===== src/design/vuart_pkg.sv =====
// Shared constants and types for the memory-mapped byte port.
// Modules pull these in with a wildcard import in their header.

`default_nettype none

package vuart_pkg;

    // ----------------------------------------
    // Address map
    // ----------------------------------------
    // Upper address byte that selects this block
    localparam logic [7:0]  BASE_ADDR     = 8'h02;

    // Register offsets, bits 3 to 0 of the byte address
    localparam logic [3:0]  UART_TX_REG   = 4'h0;
    localparam logic [3:0]  UART_STAT_REG = 4'h4;
    localparam logic [3:0]  UART_RX_REG   = 4'h8;

    // Returned by a receive read with nothing waiting
    localparam logic [31:0] RX_EMPTY_WORD = 32'hFFFF_FF00;

    // ----------------------------------------
    // Sizes and serial timing
    // ----------------------------------------
    localparam int FIFO_DEPTH   = 8;
    localparam int FIFO_AW      = 3;
    localparam int CLKS_PER_BIT = 4;
    // Width of the bit-period counter
    localparam int BIT_CNT_W    = $clog2(CLKS_PER_BIT);

    // Decoded bus request
    typedef enum logic [1:0] {
        OP_NONE,
        OP_TX_WRITE,
        OP_STAT_READ,
        OP_RX_READ
    } bus_op_t;

    // Serializer states
    typedef enum logic [1:0] {
        TX_IDLE,
        TX_START,
        TX_DATA,
        TX_STOP
    } tx_state_t;

endpackage

`default_nettype wire


===== src/design/byte_fifo.sv =====
// Synchronous byte FIFO between the register block and the serializer.
// Head entry is shown on rdata without a read delay; a push while full
// is dropped, a pop while empty is ignored.

`default_nettype none

module byte_fifo import vuart_pkg::*; (
    input  wire        clk,
    input  wire        rst_n,
    input  wire        push,
    input  wire [7:0]  wdata,
    input  wire        pop,
    output logic [7:0] rdata,
    output logic       full,
    output logic       empty
);

    // Storage, no reset needed on the data itself
    logic [7:0]       mem [FIFO_DEPTH];

    // One extra bit tells a full FIFO from an empty one
    logic [FIFO_AW:0] wr_ptr;
    logic [FIFO_AW:0] rd_ptr;
    logic             push_ok;
    logic             pop_ok;

    assign empty = (wr_ptr == rd_ptr);
    assign full  = (wr_ptr[FIFO_AW] != rd_ptr[FIFO_AW]) &&
                   (wr_ptr[FIFO_AW-1:0] == rd_ptr[FIFO_AW-1:0]);

    assign push_ok = push && !full;
    assign pop_ok  = pop && !empty;

    // Head of queue, combinational
    assign rdata = mem[rd_ptr[FIFO_AW-1:0]];

    // ----------------------------------------
    // Pointers
    // ----------------------------------------
    always_ff @(posedge clk) begin
        if (!rst_n) begin
            wr_ptr <= '0;
            rd_ptr <= '0;
        end else begin
            // Push and pop in one cycle are both served
            if (push_ok) begin
                wr_ptr <= wr_ptr + 1'b1;
            end
            if (pop_ok) begin
                rd_ptr <= rd_ptr + 1'b1;
            end
        end
    end

    // Data write
    always_ff @(posedge clk) begin
        if (push_ok) begin
            mem[wr_ptr[FIFO_AW-1:0]] <= wdata;
        end
    end

endmodule

`default_nettype wire


===== src/design/uart_tx_serial.sv =====
// 8N1 serializer. Pops a byte from the FIFO while idle and sends
// start bit, eight data bits LSB first and stop bit on txd, each
// bit CLKS_PER_BIT cycles long.

`default_nettype none

module uart_tx_serial import vuart_pkg::*; (
    input  wire       clk,
    input  wire       rst_n,
    input  wire       fifo_empty,
    input  wire [7:0] fifo_rdata,
    output logic      fifo_pop,
    output logic      txd,
    output logic      tx_busy
);

    tx_state_t            state;
    logic [BIT_CNT_W-1:0] bit_cnt;
    logic [2:0]           bit_idx;
    logic [7:0]           shift_q;
    logic                 bit_end;

    // Last cycle of the current bit period
    assign bit_end  = (bit_cnt == BIT_CNT_W'(CLKS_PER_BIT - 1));

    // Pop in the idle cycle, same edge as the byte is latched
    assign fifo_pop = (state == TX_IDLE) && !fifo_empty;
    assign tx_busy  = (state != TX_IDLE);

    // ----------------------------------------
    // Frame FSM
    // ----------------------------------------
    always_ff @(posedge clk) begin
        if (!rst_n) begin
            state   <= TX_IDLE;
            bit_cnt <= '0;
            bit_idx <= '0;
            txd     <= 1'b1;
        end else begin
            if (state != TX_IDLE) begin
                bit_cnt <= bit_end ? '0 : bit_cnt + 1'b1;
            end
            case (state)
                TX_IDLE: begin
                    bit_cnt <= '0;
                    bit_idx <= '0;
                    if (!fifo_empty) begin
                        // Start bit goes out from the next cycle
                        txd   <= 1'b0;
                        state <= TX_START;
                    end
                end
                TX_START: begin
                    if (bit_end) begin
                        txd   <= shift_q[0];
                        state <= TX_DATA;
                    end
                end
                TX_DATA: begin
                    if (bit_end) begin
                        if (bit_idx == 3'd7) begin
                            txd   <= 1'b1;
                            state <= TX_STOP;
                        end else begin
                            txd     <= shift_q[1];
                            bit_idx <= bit_idx + 1'b1;
                        end
                    end
                end
                TX_STOP: begin
                    if (bit_end) begin
                        state <= TX_IDLE;
                    end
                end
                default: state <= TX_IDLE;
            endcase
        end
    end

    // Shift register, loaded on pop and moved at each data bit end
    always_ff @(posedge clk) begin
        if (fifo_pop) begin
            shift_q <= fifo_rdata;
        end else if (state == TX_DATA && bit_end) begin
            shift_q <= {1'b0, shift_q[7:1]};
        end
    end

endmodule

`default_nettype wire


===== src/design/vuart_regs.sv =====
// Bus register block on the native memory bus.
// Decodes transmit, status and receive accesses, stalls transmit
// writes while the FIFO is full and answers with one-cycle mem_ready.

`default_nettype none

module vuart_regs import vuart_pkg::*; (
    input  wire        clk,
    input  wire        rst_n,
    // CPU side
    input  wire        mem_valid,
    input  wire [31:0] mem_addr,
    input  wire [31:0] mem_wdata,
    input  wire [3:0]  mem_wstrb,
    output logic       mem_ready,
    output logic [31:0] mem_rdata,
    // Receive byte stream
    input  wire        rx_valid,
    input  wire [7:0]  rx_data,
    output logic       rx_ready,
    // Transmit FIFO and serializer
    input  wire        fifo_full,
    input  wire        fifo_empty,
    input  wire        tx_busy,
    output logic       fifo_push,
    output logic [7:0] fifo_wdata
);

    // ----------------------------------------
    // Request detection
    // ----------------------------------------
    logic       mem_valid_q;
    logic       stalled;
    logic       new_req;
    logic       take;
    logic       is_read;
    logic [3:0] offset;
    bus_op_t    op;

    assign offset  = mem_addr[3:0];
    assign is_read = (mem_wstrb == 4'b0000);

    // New request only on the rising edge of mem_valid
    assign new_req = mem_valid && !mem_valid_q && (mem_addr[31:24] == BASE_ADDR);
    // A stalled write is retried every cycle
    assign take    = new_req || stalled;

    always_comb begin
        op = OP_NONE;
        if (take) begin
            if (!is_read) begin
                // Only lane 0 of the transmit register starts a byte
                if (offset == UART_TX_REG && mem_wstrb[0]) begin
                    op = OP_TX_WRITE;
                end
            end else begin
                case (offset)
                    UART_STAT_REG: op = OP_STAT_READ;
                    UART_RX_REG:   op = OP_RX_READ;
                    default:       op = OP_NONE;
                endcase
            end
        end
    end

    // ----------------------------------------
    // Control pulses and stall flag
    // ----------------------------------------
    always_ff @(posedge clk) begin
        if (!rst_n) begin
            mem_valid_q <= 1'b0;
            stalled     <= 1'b0;
            mem_ready   <= 1'b0;
            rx_ready    <= 1'b0;
            fifo_push   <= 1'b0;
        end else begin
            // Single-cycle pulses by default
            mem_ready   <= 1'b0;
            rx_ready    <= 1'b0;
            fifo_push   <= 1'b0;
            mem_valid_q <= mem_valid;
            case (op)
                OP_TX_WRITE: begin
                    if (fifo_full) begin
                        // Hold off the CPU until a slot frees up
                        stalled <= 1'b1;
                    end else begin
                        stalled   <= 1'b0;
                        fifo_push <= 1'b1;
                        mem_ready <= 1'b1;
                    end
                end
                OP_STAT_READ: mem_ready <= 1'b1;
                OP_RX_READ: begin
                    mem_ready <= 1'b1;
                    rx_ready  <= rx_valid;
                end
                default: begin
                    // Reads of unmapped offsets still complete, writes do not
                    mem_ready <= take && is_read;
                end
            endcase
        end
    end

    // ----------------------------------------
    // Read data and write byte
    // ----------------------------------------
    always_ff @(posedge clk) begin
        mem_rdata <= '0;
        if (op == OP_TX_WRITE) begin
            fifo_wdata <= mem_wdata[7:0];
        end
        if (op == OP_STAT_READ) begin
            mem_rdata <= {29'd0, tx_busy || !fifo_empty, rx_valid, fifo_full};
        end
        if (op == OP_RX_READ) begin
            // Zero-extended byte, or the empty marker
            mem_rdata <= rx_valid ? {24'd0, rx_data} : RX_EMPTY_WORD;
        end
    end

endmodule

`default_nettype wire


===== src/design/vuart_top.sv =====
// Top level of the byte port: register block feeding the transmit
// FIFO, which in turn feeds the 8N1 serializer driving txd.
// The receive side passes straight to the register block as a stream.

`default_nettype none

module vuart_top (
    input  wire        clk,
    input  wire        rst_n,
    // Native memory bus
    input  wire        mem_valid,
    input  wire [31:0] mem_addr,
    input  wire [31:0] mem_wdata,
    input  wire [3:0]  mem_wstrb,
    output wire        mem_ready,
    output wire [31:0] mem_rdata,
    // Receive byte stream
    input  wire        rx_valid,
    input  wire [7:0]  rx_data,
    output wire        rx_ready,
    // Serial output
    output wire        txd
);

    // ----------------------------------------
    // Internal links
    // ----------------------------------------
    wire       fifo_push;
    wire [7:0] fifo_wdata;
    wire       fifo_full;
    wire       fifo_empty;
    wire [7:0] fifo_rdata;
    wire       fifo_pop;
    wire       tx_busy;

    // Producer
    vuart_regs u_regs (
        .clk        (clk),
        .rst_n      (rst_n),
        .mem_valid  (mem_valid),
        .mem_addr   (mem_addr),
        .mem_wdata  (mem_wdata),
        .mem_wstrb  (mem_wstrb),
        .mem_ready  (mem_ready),
        .mem_rdata  (mem_rdata),
        .rx_valid   (rx_valid),
        .rx_data    (rx_data),
        .rx_ready   (rx_ready),
        .fifo_full  (fifo_full),
        .fifo_empty (fifo_empty),
        .tx_busy    (tx_busy),
        .fifo_push  (fifo_push),
        .fifo_wdata (fifo_wdata)
    );

    // Buffer
    byte_fifo u_fifo (
        .clk   (clk),
        .rst_n (rst_n),
        .push  (fifo_push),
        .wdata (fifo_wdata),
        .pop   (fifo_pop),
        .rdata (fifo_rdata),
        .full  (fifo_full),
        .empty (fifo_empty)
    );

    // Consumer
    uart_tx_serial u_tx (
        .clk        (clk),
        .rst_n      (rst_n),
        .fifo_empty (fifo_empty),
        .fifo_rdata (fifo_rdata),
        .fifo_pop   (fifo_pop),
        .txd        (txd),
        .tx_busy    (tx_busy)
    );

endmodule

`default_nettype wire


===== config.mk =====
export PLATFORM = sky130hd
export DESIGN_NAME = vuart_top
export DESIGN_NICKNAME = d
export VERILOG_FILES = /design/src/design/vuart_pkg.sv /design/src/design/byte_fifo.sv /design/src/design/uart_tx_serial.sv /design/src/design/vuart_regs.sv /design/src/design/vuart_top.sv
export SDC_FILE = /design/constraint.sdc
export NUM_CORES = 1
export LEC_CHECK = 0
export BUFFER_PORTS_ARGS = -buffer_cell sky130_fd_sc_hd__buf_2
export CORE_UTILIZATION = 35
export DETAILED_ROUTE_END_ITERATION = 6
export HOLD_SLACK_MARGIN = 0.02
export SLEW_MARGIN = 20
export SYNTH_ARGS = -nofsm -noshare
export SYNTH_HDL_FRONTEND = slang
export SYNTH_SLANG_ARGS = --single-unit

===== constraint.sdc =====
create_clock -name clk -period 3.35 [get_ports clk]
set_clock_uncertainty 0.05 [all_clocks]
set_input_delay 1.005 -clock clk [delete_from_list [all_inputs] [get_ports clk]]
set_output_delay 1.005 -clock clk [all_outputs]
set_load 0.05 [all_outputs]

==> results_dict.tcl, run 1 <==
set metrics [dict create \
    outcome "finished clean" \
    grt_start_max_net_pins 27 \
    required_ns 3.34 \
    clock-root-buffer "clkbuf_16" \
    fmax_ghz 0.405 \
    ctsResizeCount 0 \
    ir_drop_uv 459 \
    layout_commonest_cell "edfxtp_1" \
    avgSynthCellArea_um2 14.6 \
    dpl.hpwl_mm 5.70 \
    tns_ns 0 \
    cp-end-kind "flop" \
    cpMaxStageDelayCell "o41ai_2" \
    ys_warn_count 0 \
    finalMaxSlewViolations 0 \
    fp.coreArea_mm2 0.0132 \
    synth_edf_count 80 \
    whs_endpoint "u_tx.bit_cnt[0]$_SDFFE_PP0N_" \
    antenna_found_initial 0 \
    slew_headroom_pct 38.0 \
    min_period_ns 2.47 \
    ys_seq_area_share_pct 64.3 \
    cp.arrival_ns 2.46 \
    ys_types 48 \
    max_stage_delay_ns 0.87 \
    tightest_slew_ns 0.921 \
    grt_pass1_wl_mm 13.8 \
    nFillCells 1213 \
    comb_power_share_pct 7.7 \
    regArea_mm2 0.00306 \
    grt_pass1_vias 2665 \
    cp_top_family "compound AO/OA/AOI/OAI gates" \
    start_kind "flop" \
    place_area_mm2 0.00516 \
    fin_crit_sh_pct 73.7 \
    worstReg2RegEnd "u_tx.shift_q[4]$_DFFE_PP_" \
    syn-instance-count 327 \
    powerDensity_mw_per_mm2 646 \
    critical_path_peak_fanout 10 \
    drt_pass1_iterations 4 \
    rrSetupSlack_ns 0.88 \
    hold_buffers 0 \
    clockBufferDepth 2 \
    drcViolationCount 0 \
    routed_wl_mm 8.51 \
    ant_nets 0 \
    cp_num_buf_inv 0 \
    worst-r2r-cell-count 3 \
    p_int_mw 2.92 \
    switching_share_pct 22.2 \
    cts.htree.levels 4 \
    crit_type "flop to flop" \
    cts_sinks 113 \
    antenna_cells 0 \
    ys_async_sr_fraction_pct 0 \
    pin_count 115 \
    gr-total-overflow 0 \
    cap_violations 0 \
    vias_per_cell 4.67 \
    drive_gt1_share_pct 34.0 \
    via_count 2704 \
    syn_area_mm2 0.00477 \
    die_x_um 119 \
    worstSkewPairLatency_ns 0.40 \
    hold_path.class "flop to flop" \
    wl_per_cell_um 14.7 \
    syn_nets 417 \
    p_sw_uw 830 \
    grt.total_usage_pct 13.1 \
    r2r_start "u_fifo.wr_ptr[0]$_SDFFE_PN0P_" \
    multi_input_area_mm2 0.00143 \
    ys.flop_type "edfxtp_1" \
    hp-start "u_tx.bit_cnt[0]$_SDFFE_PP0N_" \
    cts-buffers-inserted 17 \
    drt_iter0_drc 154 \
    synth-seq-cells 113 \
    final_area_mm2 0.00579 \
    clockPowerShare_pct 50.6 \
    port_buffers 70 \
    leakage_nw 2.17 \
    cp_cell_sequence "xor2_1, o41ai_2, nand2_1" \
    syn_to_final_growth_pct 21.6 \
    hold_viol_final 0 \
    core.rowCount 42 \
    die_h_um 119 \
    finalSetupViolations 0 \
    pwr-share-seq_pct 41.8 \
    postCtsSetupBuffers 0 \
    cts_tree "built" \
    rsz0062_at_grt "false" \
    clkTransAtPathRegs_ns 0.05 \
    nets 480 \
    mostFrequentLayoutCells "80 x edfxtp_1, 70 x buf_2, 33 x dfxtp_1, 23 x nand2_1, 17 x clkbuf_16" \
    holdPathStages 1 \
    gp_congestion 0.736 \
    fp.dieArea_mm2 0.0141 \
    start_util_pct 36.0 \
]
state kept, by name (all words and copies together), names as in the netlist, named ones only:
name                count
u_regs.mem_valid_q      1
u_tx.bit_cnt            2
u_regs.mem_rdata        9
u_regs.stalled          1
u_regs.fifo_wdata       8
u_regs.rx_ready         1
u_tx.shift_q            8
u_fifo.wr_ptr           4
u_regs.fifo_push        1
u_tx.state              2
u_fifo.rd_ptr           4
u_tx.txd                1
u_tx.bit_idx            3
u_regs.mem_ready        1
u_fifo.mem             64
power by group through the flow:
stage / Combinational [mW] / Clock [mW] / Sequential, mW
floorplan: 0.235 / 0 / 1.58
global placement: 0.282 / 0 / 1.59
detailed placement: 0.288 / 0 / 1.59
CTS: 0.291 / 1.93 / 1.57
global route: 0.319 / 1.99 / 1.57
finish: 0.288 / 1.89 / 1.56
Yosys cell counts (2+ instances only):
cell type   n  area, um2
clkbuf_1    4       15.0
xor2_1      4       35.0
inv_1       6       22.5
nor4_1      2       12.5
nor4b_1     2       17.5
xnor2_1     5       43.8
nor3_1      5       25.0
mux2i_1    12        120
buf_1       2       7.51
nand2b_1    5       31.3
nor2_1     12       45.0
nor4_2      2       25.0
buf_2       2       10.0
dfxtp_1    33        661
and2_1      4       25.0
a21boi_0    4       30.0
a21boi_1    2       15.0
nand2_1    23       86.3
nand4b_1    2       17.5
nor2b_1     3       18.8
or2_2       2       12.5
mux4_2     16        360
o21ai_0    12       60.1
buf_4      27        203
or3_1       3       18.8
a21oi_1     6       30.0
nand3_1    11       55.1
ha_1       10        125
edfxtp_1   80       2400
and3_1      8       50.1
cell type report:
type | count | share of cell area, %
sequential | 113 | 52.9
multi-input combinational | 172 | 24.7
clock buffer | 17 | 7.34
timing repair buffer | 80 | 7.34
tap | 176 | 3.80
clock inverter | 15 | 3.52
inverter | 6 | 0.389
per-layer routing:
| layer | up-vias | wire (um) | GRT usage (%) |
|---|---|---|---|
| li1 | 1334 | - | - |
| met1 | 1319 | 3710 | 15.5 |
| met2 | 38 | 4400 | 22.0 |
| met3 | 13 | 251 | 3.96 |
| met4 | 0 | 142 | 5.93 |
| met5 | - | 0 | 0 |
logic make-up (layout without fill, tap and decap cells):
| logic type | count (synthesis) | in the layout | synth area share [%] |
|---|---|---|---|
| AOI/OAI and AO/OA | 34 | 34 | 4.86 |
| xor gates and xnor gates | 10 | 10 | 2.00 |
| and+or+nand+nor | 90 | 90 | 10.5 |
| DFF | 113 | 113 | 64.3 |
| adders and majority gates | 10 | 10 | 2.63 |
| muxes | 28 | 28 | 10.1 |
| buffers and inverters | 42 | 118 | 5.64 |
how the worst max path moves through the flow:
stage | start | endpoint | slack [ns] | cells after the start
2_1_floorplan | u_regs.mem_rdata[30]$_SDFF_PN0_ | mem_rdata[10] | 0.99 | 1
3_3_place_gp | mem_addr[24] | u_regs.mem_rdata[4]$_SDFF_PN0_ | 0.82 | 5
3_5_place_dp | mem_addr[24] | u_regs.mem_rdata[6]$_SDFF_PN0_ | 0.79 | 5
4_1_cts | u_regs.mem_rdata[30]$_SDFF_PN0_ | mem_rdata[16] | 0.86 | 1
5_1_grt | u_fifo.wr_ptr[0]$_SDFFE_PN0P_ | u_tx.shift_q[4]$_DFFE_PP_ | 0.64 | 3
6_report | u_fifo.wr_ptr[0]$_SDFFE_PN0P_ | u_tx.shift_q[4]$_DFFE_PP_ | 0.88 | 3
per-stage QoR:
| step | setup WS [ns] | instances | utilization [%] | power [mW] | hold WS, ns |
|---|---|---|---|---|---|
| detailed placement | 0.790 | 547 | 39.0 | 1.88 | 0.380 |
| finish | 0.882 | 579 | 43.8 | 3.75 | 0.392 |
| global route | 0.640 | 579 | 43.8 | 3.88 | 0.413 |
| CTS | 0.857 | 579 | 43.8 | 3.79 | 0.388 |
| global placement | 0.821 | 547 | 39.0 | 1.87 | 0.364 |
| floorplan | 0.993 | 327 | - | 1.81 | 0.355 |
Note: power is estimated with default switching activity, not from simulation.
==> run 2, diff against run 1 <==
- ABC_AREA: not set -> 1
- clock period: 3.35 -> 2.6 ns (I/O delays scaled with it)
==> run 2 against run 1 <==
Power grew 30%. Synthesized cell count grew 46%. Count of clock-buffer cells in the layout grew 2. Hold slack lost 0.010 ns. Setup slack lost 0.47 ns. Flip-flop and latch count is the same. Critical path depth shrank 2. Register-to-register slack lost 0.25 ns. First-iteration DRC count grew 19%. Critical path type is now flop to output pin. Critical endpoint is now mem_rdata[12]. Largest cell class unchanged.
==> results_dict.tcl, run 2 <==
set metrics [dict create \
    ys.flop_type "edfxtp_1" \
    gp_congestion 0.774 \
    yosysMostFrequentCell "nor2_1" \
    critical_path_peak_fanout 24 \
    avgSynthCellArea_um2 10.2 \
    cp_top_family "flip-flops" \
    drcViolationCount 0 \
    ir_drop_uv 506 \
    grt_pass1_wl_mm 15.0 \
    use_met2_pct 22.4 \
    yosys-top-cells-count "87 x nor2_1, 80 x edfxtp_1, 66 x nand2_1" \
    synth-seq-cells 113 \
    ys_types 29 \
    drt_pass1_iterations 5 \
    dpl.hpwl_mm 6.32 \
    die_h_um 120 \
    via_count 3317 \
    port_buffers 70 \
    min_period_ns 2.19 \
    clkTransAtPathRegs_ns 0.05 \
    vias_per_cell 4.58 \
    clock-root-buffer "clkbuf_16" \
    comb_power_share_pct 16.2 \
    pin_count 115 \
    cap_violations 0 \
    grt_pass1_vias 3173 \
    tightest_slew_ns 0.543 \
    pwr-share-seq_pct 43.3 \
    mostFrequentLayoutCells "87 x nor2_1, 80 x edfxtp_1, 70 x buf_2, 66 x nand2_1, 48 x o21ai_0" \
    required_ns 1.77 \
    worstSetupPathDepth 1 \
    synth_edf_count 80 \
    die_x_um 120 \
    ys_async_sr_fraction_pct 0 \
    start_util_pct 36.4 \
    fp.dieArea_mm2 0.0144 \
    cp_num_buf_inv 1 \
    postCtsSetupBuffers 0 \
    cts.htree.levels 4 \
    final_area_mm2 0.00579 \
    routed_wl_mm 9.33 \
    drive_gt1_share_pct 20.2 \
    hold_buffers 0 \
    cp.arrival_ns 1.36 \
    nFillCells 1256 \
    syn-instance-count 476 \
    cp-end-kind "output pin" \
    fp.coreArea_mm2 0.0134 \
    slew_headroom_pct 63.8 \
    finalSetupViolations 0 \
    multi_input_area_mm2 0.00141 \
    switching_share_pct 26.0 \
    tns_ns 0 \
    leakage_nw 2.39 \
    gr-total-overflow 0 \
    synthTopCellsByArea "edfxtp_1 49%, dfxtp_1 14%, nor2_1 6.7%" \
    p_int_mw 3.61 \
    rsz0062_at_grt "false" \
    syn_area_mm2 0.00488 \
    syn_to_final_growth_pct 18.7 \
    grt.total_usage_pct 13.8 \
    antenna_cells 0 \
    p_sw_mw 1.27 \
    cts-buffers-inserted 17 \
    nets 629 \
    grt_start_max_net_pins 33 \
    hold_path.class "flop to flop" \
    crit_type "flop to output pin" \
    max_stage_delay_ns 0.61 \
    power_mw 4.88 \
    worstSkewPairLatency_ns 0.40 \
    grt.busiest_layer "met2" \
    synth.largest_area_cell "edfxtp_1" \
    rrSetupSlack_ns 0.63 \
    start_kind "flop" \
    synth_top_area_share_pct 49.3 \
    clockBufferDepth 2 \
    worst-r2r-cell-count 8 \
    regArea_mm2 0.00306 \
    fin_crit_sh_pct 84.3 \
    syn_nets 566 \
    clockPowerShare_pct 40.5 \
    ys_seq_area_share_pct 62.8 \
    layout_commonest_cell "nor2_1" \
    ant_nets 0 \
    ctsResizeCount 0 \
    finalMaxSlewViolations 0 \
    wl_per_cell_um 12.9 \
    use_met3_pct 4.04 \
    core.rowCount 42 \
    powerDensity_mw_per_mm2 843 \
    ys_warn_count 0 \
    cts_tree "built" \
    cts_sinks 113 \
    hold_slack_ns 0.382 \
    outcome "finished clean" \
    cp_cell_sequence "buf_2" \
    antenna_found_initial 0 \
    holdPathStages 1 \
    cpMaxStageDelayCell "dfxtp_1" \
    hold_viol_final 0 \
    drt_iter0_drc 184 \
    largest_reg_flops 64 \
    place_area_mm2 0.00528 \
    use_met1_pct 16.7 \
    fmax_ghz 0.456 \
]
-- run 2: cells by family (layout without fill, tap and decap cells) --
family | Yosys count | count (layout) | share of synthesized area, %
compound gates | 76 | 76 | 8.54
xor+xnor | 10 | 10 | 1.80
fa+ha+maj | 10 | 10 | 2.57
buf+inv | 76 | 149 | 8.23
flops | 113 | 113 | 62.8
simple gates | 191 | 191 | 16.1
-- run 2: layout make-up --
class	instances	area share, %
sequential	113	52.9
multi-input combinational	287	24.4
timing repair buffer	83	7.74
clock buffer	19	7.48
tap	176	3.80
inverter	37	2.40
clock inverter	10	1.25
-- run 2: worst paths after layout --
kind,start,end
hold reg to reg,u_tx.bit_cnt[0]$_SDFFE_PP0N_,u_tx.bit_cnt[0]$_SDFFE_PP0N_
setup reg to reg,u_fifo.wr_ptr[1]$_SDFFE_PN0P_,u_fifo.mem[2][1]$_DFFE_PP_
hold / removal,u_tx.bit_cnt[0]$_SDFFE_PP0N_,u_tx.bit_cnt[0]$_SDFFE_PP0N_
setup / recovery,u_regs.mem_rdata[30]$_SDFF_PN0_,mem_rdata[12]
-- run 2: power groups by stage --
stage                     sequential [mW]  combinational [mW]  clock [mW]
after floorplan                      2.15               0.573           0
after global placement               2.14               0.768           0
after detailed placement             2.15               0.794           0
after CTS                            2.11               0.800        2.02
after global routing                 2.13               0.899        2.10
final                                2.11               0.790        1.98
-- run 2: per-stage QoR --
stage	util [%]	worst slack (ns)	cells
2_1_floorplan	-	0.468	476
3_3_place_gp	39.4	0.376	696
3_5_place_dp	39.4	0.357	696
4_1_cts	43.2	0.370	725
5_1_grt	43.2	0.278	725
6_report	43.2	0.409	725
-- run 2: worst reg2reg max path: cells and delay by family, from the launching register on --
family,cells,cell delay (ns)
simple gates,5,0.60
xor+xnor,1,0.21
buf+inv,2,0.31
flops,1,0.49
-- run 2: routing by layer --
metal  vias up  part of all wire, %  wire (um)
met1      1533                   45       4190
li1       1701                    -          -
met3         8                  3.9        360
met5         -                    0          0
met2        75                   50       4630
met4         0                  1.5        142
